`src/logic/sounder_pkg.sv`:
```
// Channel sounder shared definitions
// Configuration bus layout, register addresses, sample and field widths,
// DAC full-scale codes and the maximal-length PN feedback masks
package sounder_pkg;

   // Configuration bus
   localparam int saddr_width  = 7;
   localparam int sdata_width  = 32;

   localparam logic [saddr_width-1:0] mode_addr   = 7'd64;  // Mode register
   localparam logic [saddr_width-1:0] degree_addr = 7'd65;  // PN degree register

   // Datapath widths
   localparam int dac_width    = 14;   // DAC sample
   localparam int sample_width = 16;   // ADC sample and impulse sample
   localparam int degree_width = 5;
   localparam int pn_width     = 16;   // LFSR state, mask and length
   localparam int acc_width    = 32;   // Correlation accumulator

   // Antipodal chip codes, full scale
   localparam logic signed [dac_width-1:0] dac_pos = 14'sd8191;
   localparam logic signed [dac_width-1:0] dac_neg = -14'sd8191;

   // Supported PN degrees
   localparam logic [degree_width-1:0] min_degree = 5'd2;
   localparam logic [degree_width-1:0] max_degree = 5'd16;

   // Galois feedback masks, bit t-1 set for each polynomial tap t
   localparam logic [pn_width-1:0] pn_mask_table [min_degree:max_degree] = '{
      16'h0003,   // 2: taps 2,1
      16'h0006,   // 3: taps 3,2
      16'h000C,   // 4: taps 4,3
      16'h0014,   // 5: taps 5,3
      16'h0030,   // 6: taps 6,5
      16'h0060,   // 7: taps 7,6
      16'h00B8,   // 8: taps 8,6,5,4
      16'h0110,   // 9: taps 9,5
      16'h0240,   // 10: taps 10,7
      16'h0500,   // 11: taps 11,9
      16'h0829,   // 12: taps 12,6,4,1
      16'h100D,   // 13: taps 13,4,3,1
      16'h2015,   // 14: taps 14,5,3,1
      16'h6000,   // 15: taps 15,14
      16'hD008    // 16: taps 16,15,13,4
   };

   // Mode register, loopback in the top bit
   typedef struct packed {
      logic loopback;  // DAC muted, Tx fed to Rx
      logic receive;   // Correlator enable
      logic transmit;  // PN transmitter enable
      logic reset;     // Sequence restart
   } mode_t;

endpackage
```
`src/logic/sounder.sv`:
```
// Direct-sequence channel sounder, top level
// Configuration registers drive a PN transmitter and a sliding correlator.
// In loopback the DAC is muted and the receiver listens to the
// transmitter's own samples instead of the ADC
`timescale 1ns/1ps

module sounder (
   input  logic                                clk_i,        // Board master clock
   input  logic                                rst_n_i,
   input  logic [sounder_pkg::saddr_width-1:0]  saddr_i,      // Configuration bus
   input  logic [sounder_pkg::sdata_width-1:0]  sdata_i,
   input  logic                                s_strobe_i,
   input  logic                                tx_strobe_i,  // Next Tx chip
   input  logic                                rx_strobe_i,  // ADC sample valid
   input  logic [sounder_pkg::sample_width-1:0] rx_adc_i_i,
   input  logic [sounder_pkg::sample_width-1:0] rx_adc_q_i,
   output logic [sounder_pkg::dac_width-1:0]    tx_dac_i_o,
   output logic [sounder_pkg::dac_width-1:0]    tx_dac_q_o,
   output logic                                rx_strobe_o,  // Impulse sample ready
   output logic [sounder_pkg::sample_width-1:0] rx_imp_i_o,
   output logic [sounder_pkg::sample_width-1:0] rx_imp_q_o
);

   localparam int ext_width = sounder_pkg::sample_width - sounder_pkg::dac_width;

   logic                                seq_rst;
   logic                                tx_ena;
   logic                                rx_ena;
   logic                                loop;
   logic [sounder_pkg::degree_width-1:0] degree;
   logic [sounder_pkg::pn_width-1:0]     mask;
   logic [sounder_pkg::pn_width-1:0]     len;
   logic [sounder_pkg::dac_width-1:0]    tx_i, tx_q;     // Transmitter registers
   logic [sounder_pkg::sample_width-1:0] rx_i, rx_q;     // Correlator input

   sounder_ctrl u_ctrl (
      .clk_i      (clk_i),
      .rst_n_i    (rst_n_i),
      .s_strobe_i (s_strobe_i),
      .saddr_i    (saddr_i),
      .sdata_i    (sdata_i),
      .seq_rst_o  (seq_rst),
      .tx_ena_o   (tx_ena),
      .rx_ena_o   (rx_ena),
      .loop_o     (loop),
      .degree_o   (degree),
      .mask_o     (mask),
      .len_o      (len)
   );

   sounder_tx u_tx (
      .clk_i    (clk_i),
      .clr_i    (seq_rst),
      .ena_i    (tx_ena),
      .strobe_i (tx_strobe_i),
      .mask_i   (mask),
      .tx_i_o   (tx_i),
      .tx_q_o   (tx_q)
   );

   // Loopback, DAC silent and Rx fed from the sign-extended Tx registers
   assign tx_dac_i_o = loop ? '0 : tx_i;
   assign tx_dac_q_o = loop ? '0 : tx_q;
   assign rx_i = loop ? {{ext_width{tx_i[sounder_pkg::dac_width-1]}}, tx_i} : rx_adc_i_i;
   assign rx_q = loop ? {{ext_width{tx_q[sounder_pkg::dac_width-1]}}, tx_q} : rx_adc_q_i;

   sounder_rx u_rx (
      .clk_i       (clk_i),
      .clr_i       (seq_rst),
      .ena_i       (rx_ena),
      .rx_strobe_i (rx_strobe_i),
      .mask_i      (mask),
      .degree_i    (degree),
      .len_i       (len),
      .rx_in_i_i   (rx_i),
      .rx_in_q_i   (rx_q),
      .rx_strobe_o (rx_strobe_o),
      .rx_i_o      (rx_imp_i_o),
      .rx_q_o      (rx_imp_q_o)
   );

endmodule

```
`src/logic/sounder_rx.sv`:
```
// Sounder receiver
// Correlates received I/Q samples against a local PN copy over one full
// sequence. Each completed sweep yields one impulse-response sample,
// scaled down by the degree. The local sequence slips one chip per sweep
// so successive outputs walk through every lag
`timescale 1ns/1ps

module sounder_rx (
   input  logic                                clk_i,
   input  logic                                clr_i,
   input  logic                                ena_i,
   input  logic                                rx_strobe_i,  // Input sample valid
   input  logic [sounder_pkg::pn_width-1:0]     mask_i,
   input  logic [sounder_pkg::degree_width-1:0] degree_i,
   input  logic [sounder_pkg::pn_width-1:0]     len_i,        // Samples per sweep
   input  logic [sounder_pkg::sample_width-1:0] rx_in_i_i,
   input  logic [sounder_pkg::sample_width-1:0] rx_in_q_i,
   output logic                                rx_strobe_o,  // Impulse sample ready
   output logic [sounder_pkg::sample_width-1:0] rx_i_o,
   output logic [sounder_pkg::sample_width-1:0] rx_q_o
);

   localparam int ext_width = sounder_pkg::acc_width - sounder_pkg::sample_width;

   logic                                   lfsr_clr;
   logic                                   sample;
   logic                                   last;
   logic                                   sweep_end;
   logic                                   step;
   logic                                   chip;
   logic [sounder_pkg::pn_width-1:0]        count;      // Samples so far in sweep
   logic signed [sounder_pkg::acc_width-1:0] in_i, in_q;
   logic signed [sounder_pkg::acc_width-1:0] acc_i, acc_q;
   logic signed [sounder_pkg::acc_width-1:0] sum_i, sum_q;
   logic signed [sounder_pkg::acc_width-1:0] scaled_i, scaled_q;

   assign lfsr_clr  = clr_i || !ena_i;          // Disabled receiver holds seed
   assign sample    = rx_strobe_i && ena_i;
   assign last      = (count == len_i - 1'b1);  // Strobe that completes the sweep
   assign sweep_end = sample && last && !clr_i;

   // Reference held back on the closing strobe, one chip more lag next sweep
   assign step = sample && !last;

   pn_lfsr u_lfsr (
      .clk_i  (clk_i),
      .clr_i  (lfsr_clr),
      .step_i (step),
      .mask_i (mask_i),
      .chip_o (chip)
   );

   assign in_i = {{ext_width{rx_in_i_i[sounder_pkg::sample_width-1]}}, rx_in_i_i};
   assign in_q = {{ext_width{rx_in_q_i[sounder_pkg::sample_width-1]}}, rx_in_q_i};

   // Despread, add on a one chip and subtract on a zero chip
   assign sum_i = chip ? acc_i + in_i : acc_i - in_i;
   assign sum_q = chip ? acc_q + in_q : acc_q - in_q;

   assign scaled_i = sum_i >>> degree_i;  // Divide by roughly the length
   assign scaled_q = sum_q >>> degree_i;

   always_ff @(posedge clk_i) begin
      if (lfsr_clr) begin
         count       <= '0;
         acc_i       <= '0;
         acc_q       <= '0;
         rx_strobe_o <= 1'b0;
      end else begin
         rx_strobe_o <= 1'b0;            // Single-cycle pulse
         if (sample) begin
            if (last) begin
               count       <= '0;
               acc_i       <= '0;        // Fresh sweep
               acc_q       <= '0;
               rx_strobe_o <= 1'b1;
            end else begin
               count <= count + 1'b1;
               acc_i <= sum_i;
               acc_q <= sum_q;
            end
         end
      end
   end

   // Impulse sample register, held until the next sweep ends
   always_ff @(posedge clk_i) begin
      if (sweep_end) begin
         rx_i_o <= scaled_i[sounder_pkg::sample_width-1:0];
         rx_q_o <= scaled_q[sounder_pkg::sample_width-1:0];
      end
   end

endmodule

```
`src/logic/sounder_tx.sv`:
```
// Sounder transmitter
// Emits one PN chip per strobe as antipodal full-scale DAC codes.
// I carries the chip of the strobe, Q the chip of the strobe before
`timescale 1ns/1ps

module sounder_tx (
   input  logic                             clk_i,
   input  logic                             clr_i,
   input  logic                             ena_i,
   input  logic                             strobe_i,  // One chip per strobe
   input  logic [sounder_pkg::pn_width-1:0]  mask_i,
   output logic [sounder_pkg::dac_width-1:0] tx_i_o,
   output logic [sounder_pkg::dac_width-1:0] tx_q_o
);

   logic lfsr_clr;
   logic step;
   logic chip;

   assign lfsr_clr = clr_i || !ena_i;   // Idle transmitter sits on the seed
   assign step     = strobe_i && ena_i;

   pn_lfsr u_lfsr (
      .clk_i  (clk_i),
      .clr_i  (lfsr_clr),
      .step_i (step),
      .mask_i (mask_i),
      .chip_o (chip)
   );

   always_ff @(posedge clk_i) begin
      if (clr_i) begin
         tx_i_o <= '0;
         tx_q_o <= '0;
      end else if (step) begin
         tx_i_o <= chip ? sounder_pkg::dac_pos : sounder_pkg::dac_neg;
         tx_q_o <= tx_i_o;  // One chip behind I
      end
   end

endmodule

```
`src/logic/sounder_ctrl.sv`:
```
// Sounder control block
// Holds the mode and degree registers, clamps the degree to the supported
// range and registers the matching feedback mask and sequence length.
// Board reset and the mode reset bit are merged into one sequence reset
`timescale 1ns/1ps

module sounder_ctrl (
   input  logic                                clk_i,
   input  logic                                rst_n_i,
   input  logic                                s_strobe_i,
   input  logic [sounder_pkg::saddr_width-1:0]  saddr_i,
   input  logic [sounder_pkg::sdata_width-1:0]  sdata_i,
   output logic                                seq_rst_o,
   output logic                                tx_ena_o,
   output logic                                rx_ena_o,
   output logic                                loop_o,
   output logic [sounder_pkg::degree_width-1:0] degree_o,
   output logic [sounder_pkg::pn_width-1:0]     mask_o,
   output logic [sounder_pkg::pn_width-1:0]     len_o
);

   sounder_pkg::mode_t                      mode;
   logic [sounder_pkg::degree_width-1:0]    degree_raw;
   logic [sounder_pkg::pn_width:0]          len_full;  // One bit wider for degree 16

   config_reg #(.addr(sounder_pkg::mode_addr), .payload_t(sounder_pkg::mode_t)) u_mode (
      .clk_i      (clk_i),
      .rst_n_i    (rst_n_i),
      .s_strobe_i (s_strobe_i),
      .saddr_i    (saddr_i),
      .sdata_i    (sdata_i),
      .value_o    (mode)
   );

   config_reg #(
      .addr      (sounder_pkg::degree_addr),
      .payload_t (logic [sounder_pkg::degree_width-1:0])
   ) u_degree (
      .clk_i      (clk_i),
      .rst_n_i    (rst_n_i),
      .s_strobe_i (s_strobe_i),
      .saddr_i    (saddr_i),
      .sdata_i    (sdata_i),
      .value_o    (degree_raw)
   );

   // Clamp to the table range
   always_comb begin
      if (degree_raw < sounder_pkg::min_degree) begin
         degree_o = sounder_pkg::min_degree;
      end else if (degree_raw > sounder_pkg::max_degree) begin
         degree_o = sounder_pkg::max_degree;
      end else begin
         degree_o = degree_raw;
      end
   end

   assign len_full = ({{sounder_pkg::pn_width{1'b0}}, 1'b1} << degree_o) - 1'b1;  // 2^n - 1

   // Mask and length trail the degree by one cycle
   always_ff @(posedge clk_i) begin
      mask_o <= sounder_pkg::pn_mask_table[degree_o];
      len_o  <= len_full[sounder_pkg::pn_width-1:0];
   end

   assign seq_rst_o = !rst_n_i || mode.reset;  // Board or software restart
   assign tx_ena_o  = mode.transmit;
   assign rx_ena_o  = mode.receive;
   assign loop_o    = mode.loopback;

endmodule

```
`src/logic/pn_lfsr.sv`:
```
// PN sequence generator
// Galois shift register, shifts right and folds the feedback mask in when
// a one drops out of the low end. Restarts from seed 1 on clear
`timescale 1ns/1ps

module pn_lfsr (
   input  logic                            clk_i,
   input  logic                            clr_i,   // Back to seed
   input  logic                            step_i,  // Advance one chip
   input  logic [sounder_pkg::pn_width-1:0] mask_i,
   output logic                            chip_o
);

   logic [sounder_pkg::pn_width-1:0] state;
   logic [sounder_pkg::pn_width-1:0] state_next;

   // Feedback only when the outgoing bit is set
   always_comb begin
      state_next = state >> 1;
      if (state[0]) begin
         state_next = state_next ^ mask_i;
      end
   end

   always_ff @(posedge clk_i) begin
      if (clr_i) begin
         state <= sounder_pkg::pn_width'(1);  // Seed
      end else if (step_i) begin
         state <= state_next;
      end
   end

   assign chip_o = state[0];  // Current chip

endmodule

```
`src/logic/config_reg.sv`:
```
// Configuration bus register
// Captures the low bits of the bus data on a write to its own address,
// one instance per board register
`timescale 1ns/1ps

module config_reg #(
   parameter logic [sounder_pkg::saddr_width-1:0] addr = '0,
   parameter type payload_t = logic
) (
   input  logic                               clk_i,
   input  logic                               rst_n_i,
   input  logic                               s_strobe_i,  // Bus write
   input  logic [sounder_pkg::saddr_width-1:0] saddr_i,
   input  logic [sounder_pkg::sdata_width-1:0] sdata_i,
   output payload_t                           value_o
);

   logic hit;

   assign hit = s_strobe_i && (saddr_i == addr);  // Write to this register

   always_ff @(posedge clk_i) begin
      if (!rst_n_i) begin
         value_o <= '0;
      end else if (hit) begin
         value_o <= payload_t'(sdata_i[$bits(payload_t)-1:0]);  // Low bits only
      end
   end

endmodule

```
`config.mk`:
```
export PLATFORM = sky130hd
export DESIGN_NAME = sounder
export DESIGN_NICKNAME = d
export VERILOG_FILES = /design/src/logic/sounder_pkg.sv /design/src/logic/sounder.sv /design/src/logic/sounder_rx.sv /design/src/logic/sounder_tx.sv /design/src/logic/sounder_ctrl.sv /design/src/logic/pn_lfsr.sv /design/src/logic/config_reg.sv
export SDC_FILE = /design/constraint.sdc
export NUM_CORES = 1
export LEC_CHECK = 0
export BUFFER_PORTS_ARGS = -buffer_cell sky130_fd_sc_hd__buf_2
export CAP_MARGIN = 20
export CORE_MARGIN = 4
export CORE_UTILIZATION = 55
export CTS_CLUSTER_SIZE = 8
export DETAILED_ROUTE_END_ITERATION = 6
export PLACE_DENSITY = 0.77
export SETUP_SLACK_MARGIN = 0.1
export SYNTH_ARGS = -nofsm -noshare
export SYNTH_HDL_FRONTEND = slang
export SYNTH_HIERARCHICAL = 1
export SYNTH_SLANG_ARGS = --single-unit
export TNS_END_PERCENT = 30
```
`constraint.sdc`:
```
create_clock -name clk_i -period 6.5 [get_ports clk_i]
set_input_delay 1.3 -clock clk_i [delete_from_list [all_inputs] [get_ports clk_i]]
set_output_delay 1.3 -clock clk_i [all_outputs]
set_load 0.01 [all_outputs]
```
# Word level (Yosys, flattened, before mapping)
# Memory sizes are Yosys's and may differ from the RTL's. A register that Yosys moved wholly into a read port is not among the register bits.
# Index checks and enable logic that the tools add are counted.
totals:
  register_bits: 198
  mem_bits_ro: 512
  input_bits: 76
  out_inout_bits: 61
  word_cells: 67
  memories: 1
mem_list:
  columns: ["memory", "words", "width", "read_ports", "rd_ports_with_merged_regs", "wr", "line", "text"]
  rows:
  - ["(name not given)", 32, 16, 1, 1, 0, "sounder_ctrl.sv:62", "mask_o <= sounder_pkg::pn_mask_table[degree_o];"]
classes:
  add_sub_neg: 7
  magnitude_cmp: 2
  eq_ne: 3
  shifts: 3
  muxes: 15
  bitwise_logic: 4
  reduce_logical: 16
ops:
  columns: ["operator", "n"]
  rows:
  - ["two-way mux 32 bit", 4]
  - ["two-way mux 16 bit", 5]
  - ["adder 32 x 16 -> 32 bit", 2]
  - [">>> shifter 32 x 5 -> 16 bit", 2]
  - ["subtractor 32 x 16 -> 32 bit", 2]
  - ["two-way mux 14 bit", 3]
  - ["subtractor 16 x 1 -> 16 bit, second input constant", 2]
  - ["bitwise XOR 15 x 16 -> 16 bit", 2]
  - ["adder 16 x 1 -> 16 bit, second input constant", 1]
  - ["== test 16 bit", 1]
  - ["<< shifter 1 x 5 -> 16 bit, first input constant", 1]
  - ["== test 7 bit, second input constant", 2]
  - ["two-way mux 5 bit", 2]
  - ["logical AND 1 bit", 7]
  - ["NOT 5 -> 6 bit", 1]
  - ["greater-than comparator 5 bit, second input constant", 1]
  - ["logical NOT 1 bit", 5]
  - ["< comparator 5 x 2 -> 1 bit, second input constant", 1]
  - ["logical OR 1 bit", 3]
  - ["OR reduction 2 bit", 1]
  - ["two-way mux 1 bit", 1]
  - ["NOT 1 bit", 1]

# Logic depth before layout (Yosys ltp)
logic_depth:
  depth_word: 5
  depth_mapped: 23

# Modules after synthesis
# Netlist, hierarchy kept.
by_module_without_submodules:
  columns: ["mod", "instances", "cells_per_inst", "area_each_um2", "seq_area_each_um2"]
  rows:
  - ["sounder_rx", 1, 1938, 13989.7, 2582.5]
  - ["pn_lfsr", 2, 86, 845.8, 320.3]
  - ["sounder_ctrl", 1, 142, 1363.8, 640.6]
  - ["sounder", 1, 67, 748.2, 0.0]
  - ["sounder_tx", 1, 48, 434.2, 120.1]
  - ["config_reg (u_ctrl.u_degree)", 1, 24, 226.5, 100.1]
  - ["config_reg (u_ctrl.u_mode)", 1, 20, 190.2, 80.1]

# Worst setup path after synthesis
# OpenSTA, ideal clock, no wires.
synth_path:
  path_type: "input to register"
  startpoint: "input port rx_adc_i_i[6] (netlist bit)"
  endpoint: "register u_rx/rx_i_o[3] (netlist bit) (data pin)"
  arrival_time_ps: 5849
  setup_slack_ps: 377
  path_stages: 17
  cell_sequence: "mux2_4 > or4_1 > nor4b_1 > nand2_1 > o21ai_1 > nand2_1 > ha_1 > clkbuf_1 > a21oi_1 > o21ai_1 > o41a_1 > nor4_1 > nor2_1 > xnor2_1 > o22ai_1 > a2111oi_2 > o22ai_1"
synth_between:
  elab_chain_cells: 4
  word_cells_on_any_way: 5
synth_lines:
  columns: ["item", "line", "text"]
  rows:
  - ["start, declared", "sounder.sv:15", "input logic [sounder_pkg::sample_width-1:0] rx_adc_i_i,"]
  - ["two-way mux 16 bit *", "sounder.sv:64", "assign rx_i = loop ? {{ext_width{tx_i[sounder_pkg::dac_width-1]}}, tx_i} : rx_adc_i_i;"]
  - ["subtractor 32 x 16 -> 32 bit / adder 32 x 16 -> 32 bit (equally long branches)", "sounder_rx.sv:57", "assign sum_i = chip ? acc_i + in_i : acc_i - in_i;"]
  - ["two-way mux 32 bit *", "sounder_rx.sv:57", null]
  - [">>> shifter 32 x 5 -> 16 bit *", "sounder_rx.sv:60", "assign scaled_i = sum_i >>> degree_i;"]
  - ["named net u_rx.scaled_i (one bit)", "sounder_rx.sv:35", "logic signed [sounder_pkg::acc_width-1:0] scaled_i, scaled_q;"]
  - ["end signal, assigned", "sounder_rx.sv:89", "rx_i_o <= scaled_i[sounder_pkg::sample_width-1:0];"]
  - ["end, declared", "sounder_rx.sv:19", "output logic [sounder_pkg::sample_width-1:0] rx_i_o,"]
# Mark *: on every way through the listed nets, which the timed path passes. The rest lies on a longest branch.
# A chain may end at the register's enable or synchronous reset.

# Final worst setup path
layout_path:
  startpoint: "input port rx_adc_q_i[3] (netlist bit)"
  endpoint: "register u_rx/rx_q_o[5] (netlist bit) (data pin)"
layout_between:
  elab_chain_cells: 4
  word_cells_on_any_way: 5
layout_lines:
  columns: ["item", "line", "text"]
  rows:
  - ["start, declared", "sounder.sv:16", "input logic [sounder_pkg::sample_width-1:0] rx_adc_q_i,"]
  - ["two-way mux 16 bit *", "sounder.sv:65", "assign rx_q = loop ? {{ext_width{tx_q[sounder_pkg::dac_width-1]}}, tx_q} : rx_adc_q_i;"]
  - ["named net rx_q (one bit)", "sounder.sv:34", "logic [sounder_pkg::sample_width-1:0] rx_i, rx_q;"]
  - ["subtractor 32 x 16 -> 32 bit / adder 32 x 16 -> 32 bit (equally long branches)", "sounder_rx.sv:58", "assign sum_q = chip ? acc_q + in_q : acc_q - in_q;"]
  - ["two-way mux 32 bit *", "sounder_rx.sv:58", null]
  - [">>> shifter 32 x 5 -> 16 bit *", "sounder_rx.sv:61", "assign scaled_q = sum_q >>> degree_i;"]
  - ["named net u_rx.scaled_q (one bit)", "sounder_rx.sv:35", null]
  - ["end signal, assigned", "sounder_rx.sv:90", "rx_q_o <= scaled_q[sounder_pkg::sample_width-1:0];"]
  - ["end, declared", "sounder_rx.sv:20", "output logic [sounder_pkg::sample_width-1:0] rx_q_o"]
# Marks and branches as above.

==> results by group <==
Critical path
  • Worst R2R Path Depth: 20
  • Critical path required time: between 6000 and 7000 ps
  • Crit Path Category: in2reg
  • Arr. time, crit path: between 6000 and 7000 ps
  • Crit. End Element: flop
  • R2r setup slk: approximately 310 ps
  • Startpoint types: input pin
  • Reg2reg end: u_rx/rx_q_o[5]
  • Worst R2R Start: u_ctrl/u_mode/value_o[3]
  • Critical path fanouts, max: 7
  • Crit path capture: u_rx/rx_q_o[5]
  • Crit. Startpoint: rx_adc_q_i[3]

Clocking
  • CTS sink count: between 150 and 200
  • Clock Tree Buf Depth: 2
  • Num CTS Buffers: 17
  • H-tree depth: 4
  • Clk root buf: clkbuf_16
  • Clk Latency, worst-skew pair: 470 ps
  • CTS tree: done
  • Setup bufs post-CTS: 0
  • Worst-path clk slew: 80 ps

Placed design
  • Placer congestion estimate: just over 1
  • Estimated wirelength of the detail-placed design: between 40000 and 50000 um
  • Placed Area: 0.0200 mm^2
  • Pre-CTS WS: -72.3 ps
  • Port bufs: between 100 and 150

GRT
  • Gr ovfl total: 0
  • Gr usage total: 0.327
  • Number of global-route vias before repair: about 18000
  • Largest net degree at the start of global routing: 69
  • First-pass GRT wire length: 97300 um
  • Initial antenna violation count: 0

Yosys
  • Number of synthesized flops with an enable pin: 32
  • Largest family of logic cells by synthesized area: compound AO/OA/AOI/OAI gates
  • Register area share after synthesis: 0.223
  • Syn Nets: ~2600
  • Mux cell area share after synthesis: 0.0704
  • Avg Cell Area, Syn: 7.73 um^2
  • Post-synthesis simple-gate area fraction: 0.256
  • Distinct cells, synth: roughly 110
  • Top_reg_cell synth: dfxtp_1
  • Synth Area in Adders: 0.0592
  • Synth Register Bits: approximately 190
  • Synth warn: 6
  • Compound-cell area share of the yosys netlist: 0.275
  • Ys async rst share: 0
  • Synth Area in XOR/XNOR: 0.0517
  • Gate Count Post-Synth: ~2400
  • Netlist Area Pre-Place: around 0.019 mm^2

Timing
  • RSZ-0062 raised after global routing: yes
  • Tcrit/Tclk final: 0.962
  • Worst slew pin tran: 1070 ps
  • Highest Clock Rate: approximately 0.16 GHz
  • Finish-stage setup viols: 0
  • Final worst setup slack: about 250 ps
  • Setup Skew: 18.3 ps
  • Final hold slack: ~460 ps
  • Final min period: 6250 ps
  • Slew margin rel.: 0.280
  • Final hold vios: 0
  • Final Slew Violations: 0

Routing
  • Mean routed wirelength per cell: between 20 and 25 um
  • DR iter-0 viols: about 2500
  • DRC violation count after routing: 0
  • Final antenna-violating net count: 0
  • DR pass1 iterations: 6
  • Via density: 6.61
  • Via count: between 15000 and 20000
  • Final wirelength: slightly above 60000 um

Pwr
  • Switch Pwr: between 0.7 and 0.8 mW
  • Comb pwr share: 0.144
  • Power per Cell Area: 134 mW/mm^2
  • Seq pwr share: 0.438
  • Total Power: around 2.8 mW
  • Clock share of power: 0.418
  • P_int: about 2.0 mW
  • Lkg Pwr: between 8 and 9 nW
  • Max VDD drop: roughly 180 uV
  • Sw Share: 0.284

Cells and area
  • Layout Nets: ~2700
  • Layout cells sized above 1: 0.166
  • Area Growth Syn to Fin: 10.5%
  • # diodes: 0
  • Final Util: 0.616
  • Most common cell after layout, fill and taps aside: nand2_1
  • Post-route cell area: between 0.02 and 0.025 mm^2
  • Most frequent cells in the layout: nand2_1, nor2_1, a21oi_1
  • Top flop regs: u_rx/acc_i (32), u_rx/acc_q (32)

Outcome
  • Status: finished clean

Die
  • I/O pins: about 140
  • DIE AREA: around 0.037 mm^2
  • Site row count: 67
  • Initial Util: 0.557
  • Die Width: between 150 and 200 um
  • Die H: between 150 and 200 um
  • Placeable Area: about 0.033 mm^2

Hold path
  • Hold Crit Class: reg2reg

Run
  • Number of max-cap violations: 0
[worst max-delay path, stage by stage]
cell	delay [ps]
buf_2	120
mux2_4	280
nor2_1	180
nor4b_1	340
buf_4	220
nand2_1	70
or4_1	460
ha_1	300
mux2i_1	120
ha_1	310
nand2_2	110
buf_4	150
nor3_1	70
a221oi_2	420
o21ai_1	160
or3_1	490
a311oi_2	600
o22ai_1	160
o311ai_1	400
o211ai_1	170
[cell type report]
| cell class | count | area, um^2 |
|---|---|---|
| clock buffer | 20 | 458 |
| clock inverter | 12 | 166 |
| fill | 3042 | 12800 |
| inverter | 43 | 161 |
| multi-input combinational | 1989 | 13300 |
| sequential | 192 | 4170 |
| tap | 448 | 561 |
| timing repair buffer | 270 | 1770 |
[layer usage]
layer  GRT usage  part of all wire
met2       0.516              0.44
met1       0.451              0.44
met3      0.0591             0.091
met4       0.111             0.031
met5           0                 0
[synth_stat cells (19+ instances only)]
master    number  area share
a211oi_1      36       0.014
nand2b_1      24      0.0081
o22ai_1       23      0.0077
nor2b_1       38       0.013
buf_4         28       0.011
xor2_1        56       0.026
inv_1         39      0.0079
a31oi_1       28      0.0094
nand2_1      291       0.059
mux2i_1       40       0.021
xnor2_1       54       0.025
mux2_4        33       0.027
nand3b_1      45       0.018
nor2_1       206       0.041
a21oi_1      198       0.053
buf_6         20       0.012
clkbuf_1      97       0.020
a21bo_1       25       0.013
o21ai_0       87       0.023
dfxtp_1      160        0.17
nor3_1        72       0.019
nor4_1        23      0.0077
a21o_1        25       0.010
nand3_1      112       0.030
nand4_1       40       0.013
ha_1          85       0.057
a221oi_1      21      0.0099
edfxtp_1      32       0.052
buf_2         19      0.0051
a311oi_1      39       0.018
o211ai_1      45       0.018
[per-stage QoR]
step	cells	TNS, ps
final	2974	0
after CTS	2973	0
after global placement	2941	-81.3
after floorplan	2411	0
after detailed placement	2941	-72.3
after global routing	2974	0
[power by group through the flow]
stage	logic (mW)	registers, mW	clock network (mW)
after floorplan	0.254	1.24	0
after global placement	0.376	1.24	0
after detailed placement	0.383	1.24	0
after CTS	0.385	1.21	1.17
after global routing	0.426	1.21	1.22
final	0.396	1.21	1.15
[how the worst min path moves through the flow]
| stage | cells past startpoint | end | start | slack, ps |
|---|---|---|---|---|
| 6_report | 2 | u_rx/acc_i[0] | u_rx/acc_i[0] | 460 |
| 5_1_grt | 2 | u_rx/acc_i[0] | u_rx/acc_i[0] | 470 |
| 4_1_cts | 2 | u_rx/acc_i[0] | u_rx/acc_i[0] | 460 |
| 3_5_place_dp | 2 | u_rx/acc_q[4] | u_rx/acc_q[4] | 450 |
| 3_3_place_gp | 2 | u_ctrl/u_mode/value_o[0] | u_ctrl/u_mode/value_o[0] | 440 |
| 2_1_floorplan | 2 | u_ctrl/u_mode/value_o[0] | u_ctrl/u_mode/value_o[0] | 430 |
[cell families (layout without fill, tap and decap cells)]
| logic type | after synthesis | count (layout) |
|---|---|---|
| XOR/XNOR | 110 | 110 |
| adder cells (fa/ha/maj) | 87 | 87 |
| AND/OR/NAND/NOR | 965 | 965 |
| multiplexers | 97 | 97 |
| flip-flops | 192 | 192 |
| buffers and inverters | 230 | 345 |
| AO/OA/AOI/OAI | 730 | 730 |
[timing repair]
item                                    CTS  global route
hold buffers                              0             0
endpoints found under the setup margin    0             4
gates resized for setup                   0             1
Note: power is estimated with default switching activity, not from simulation.
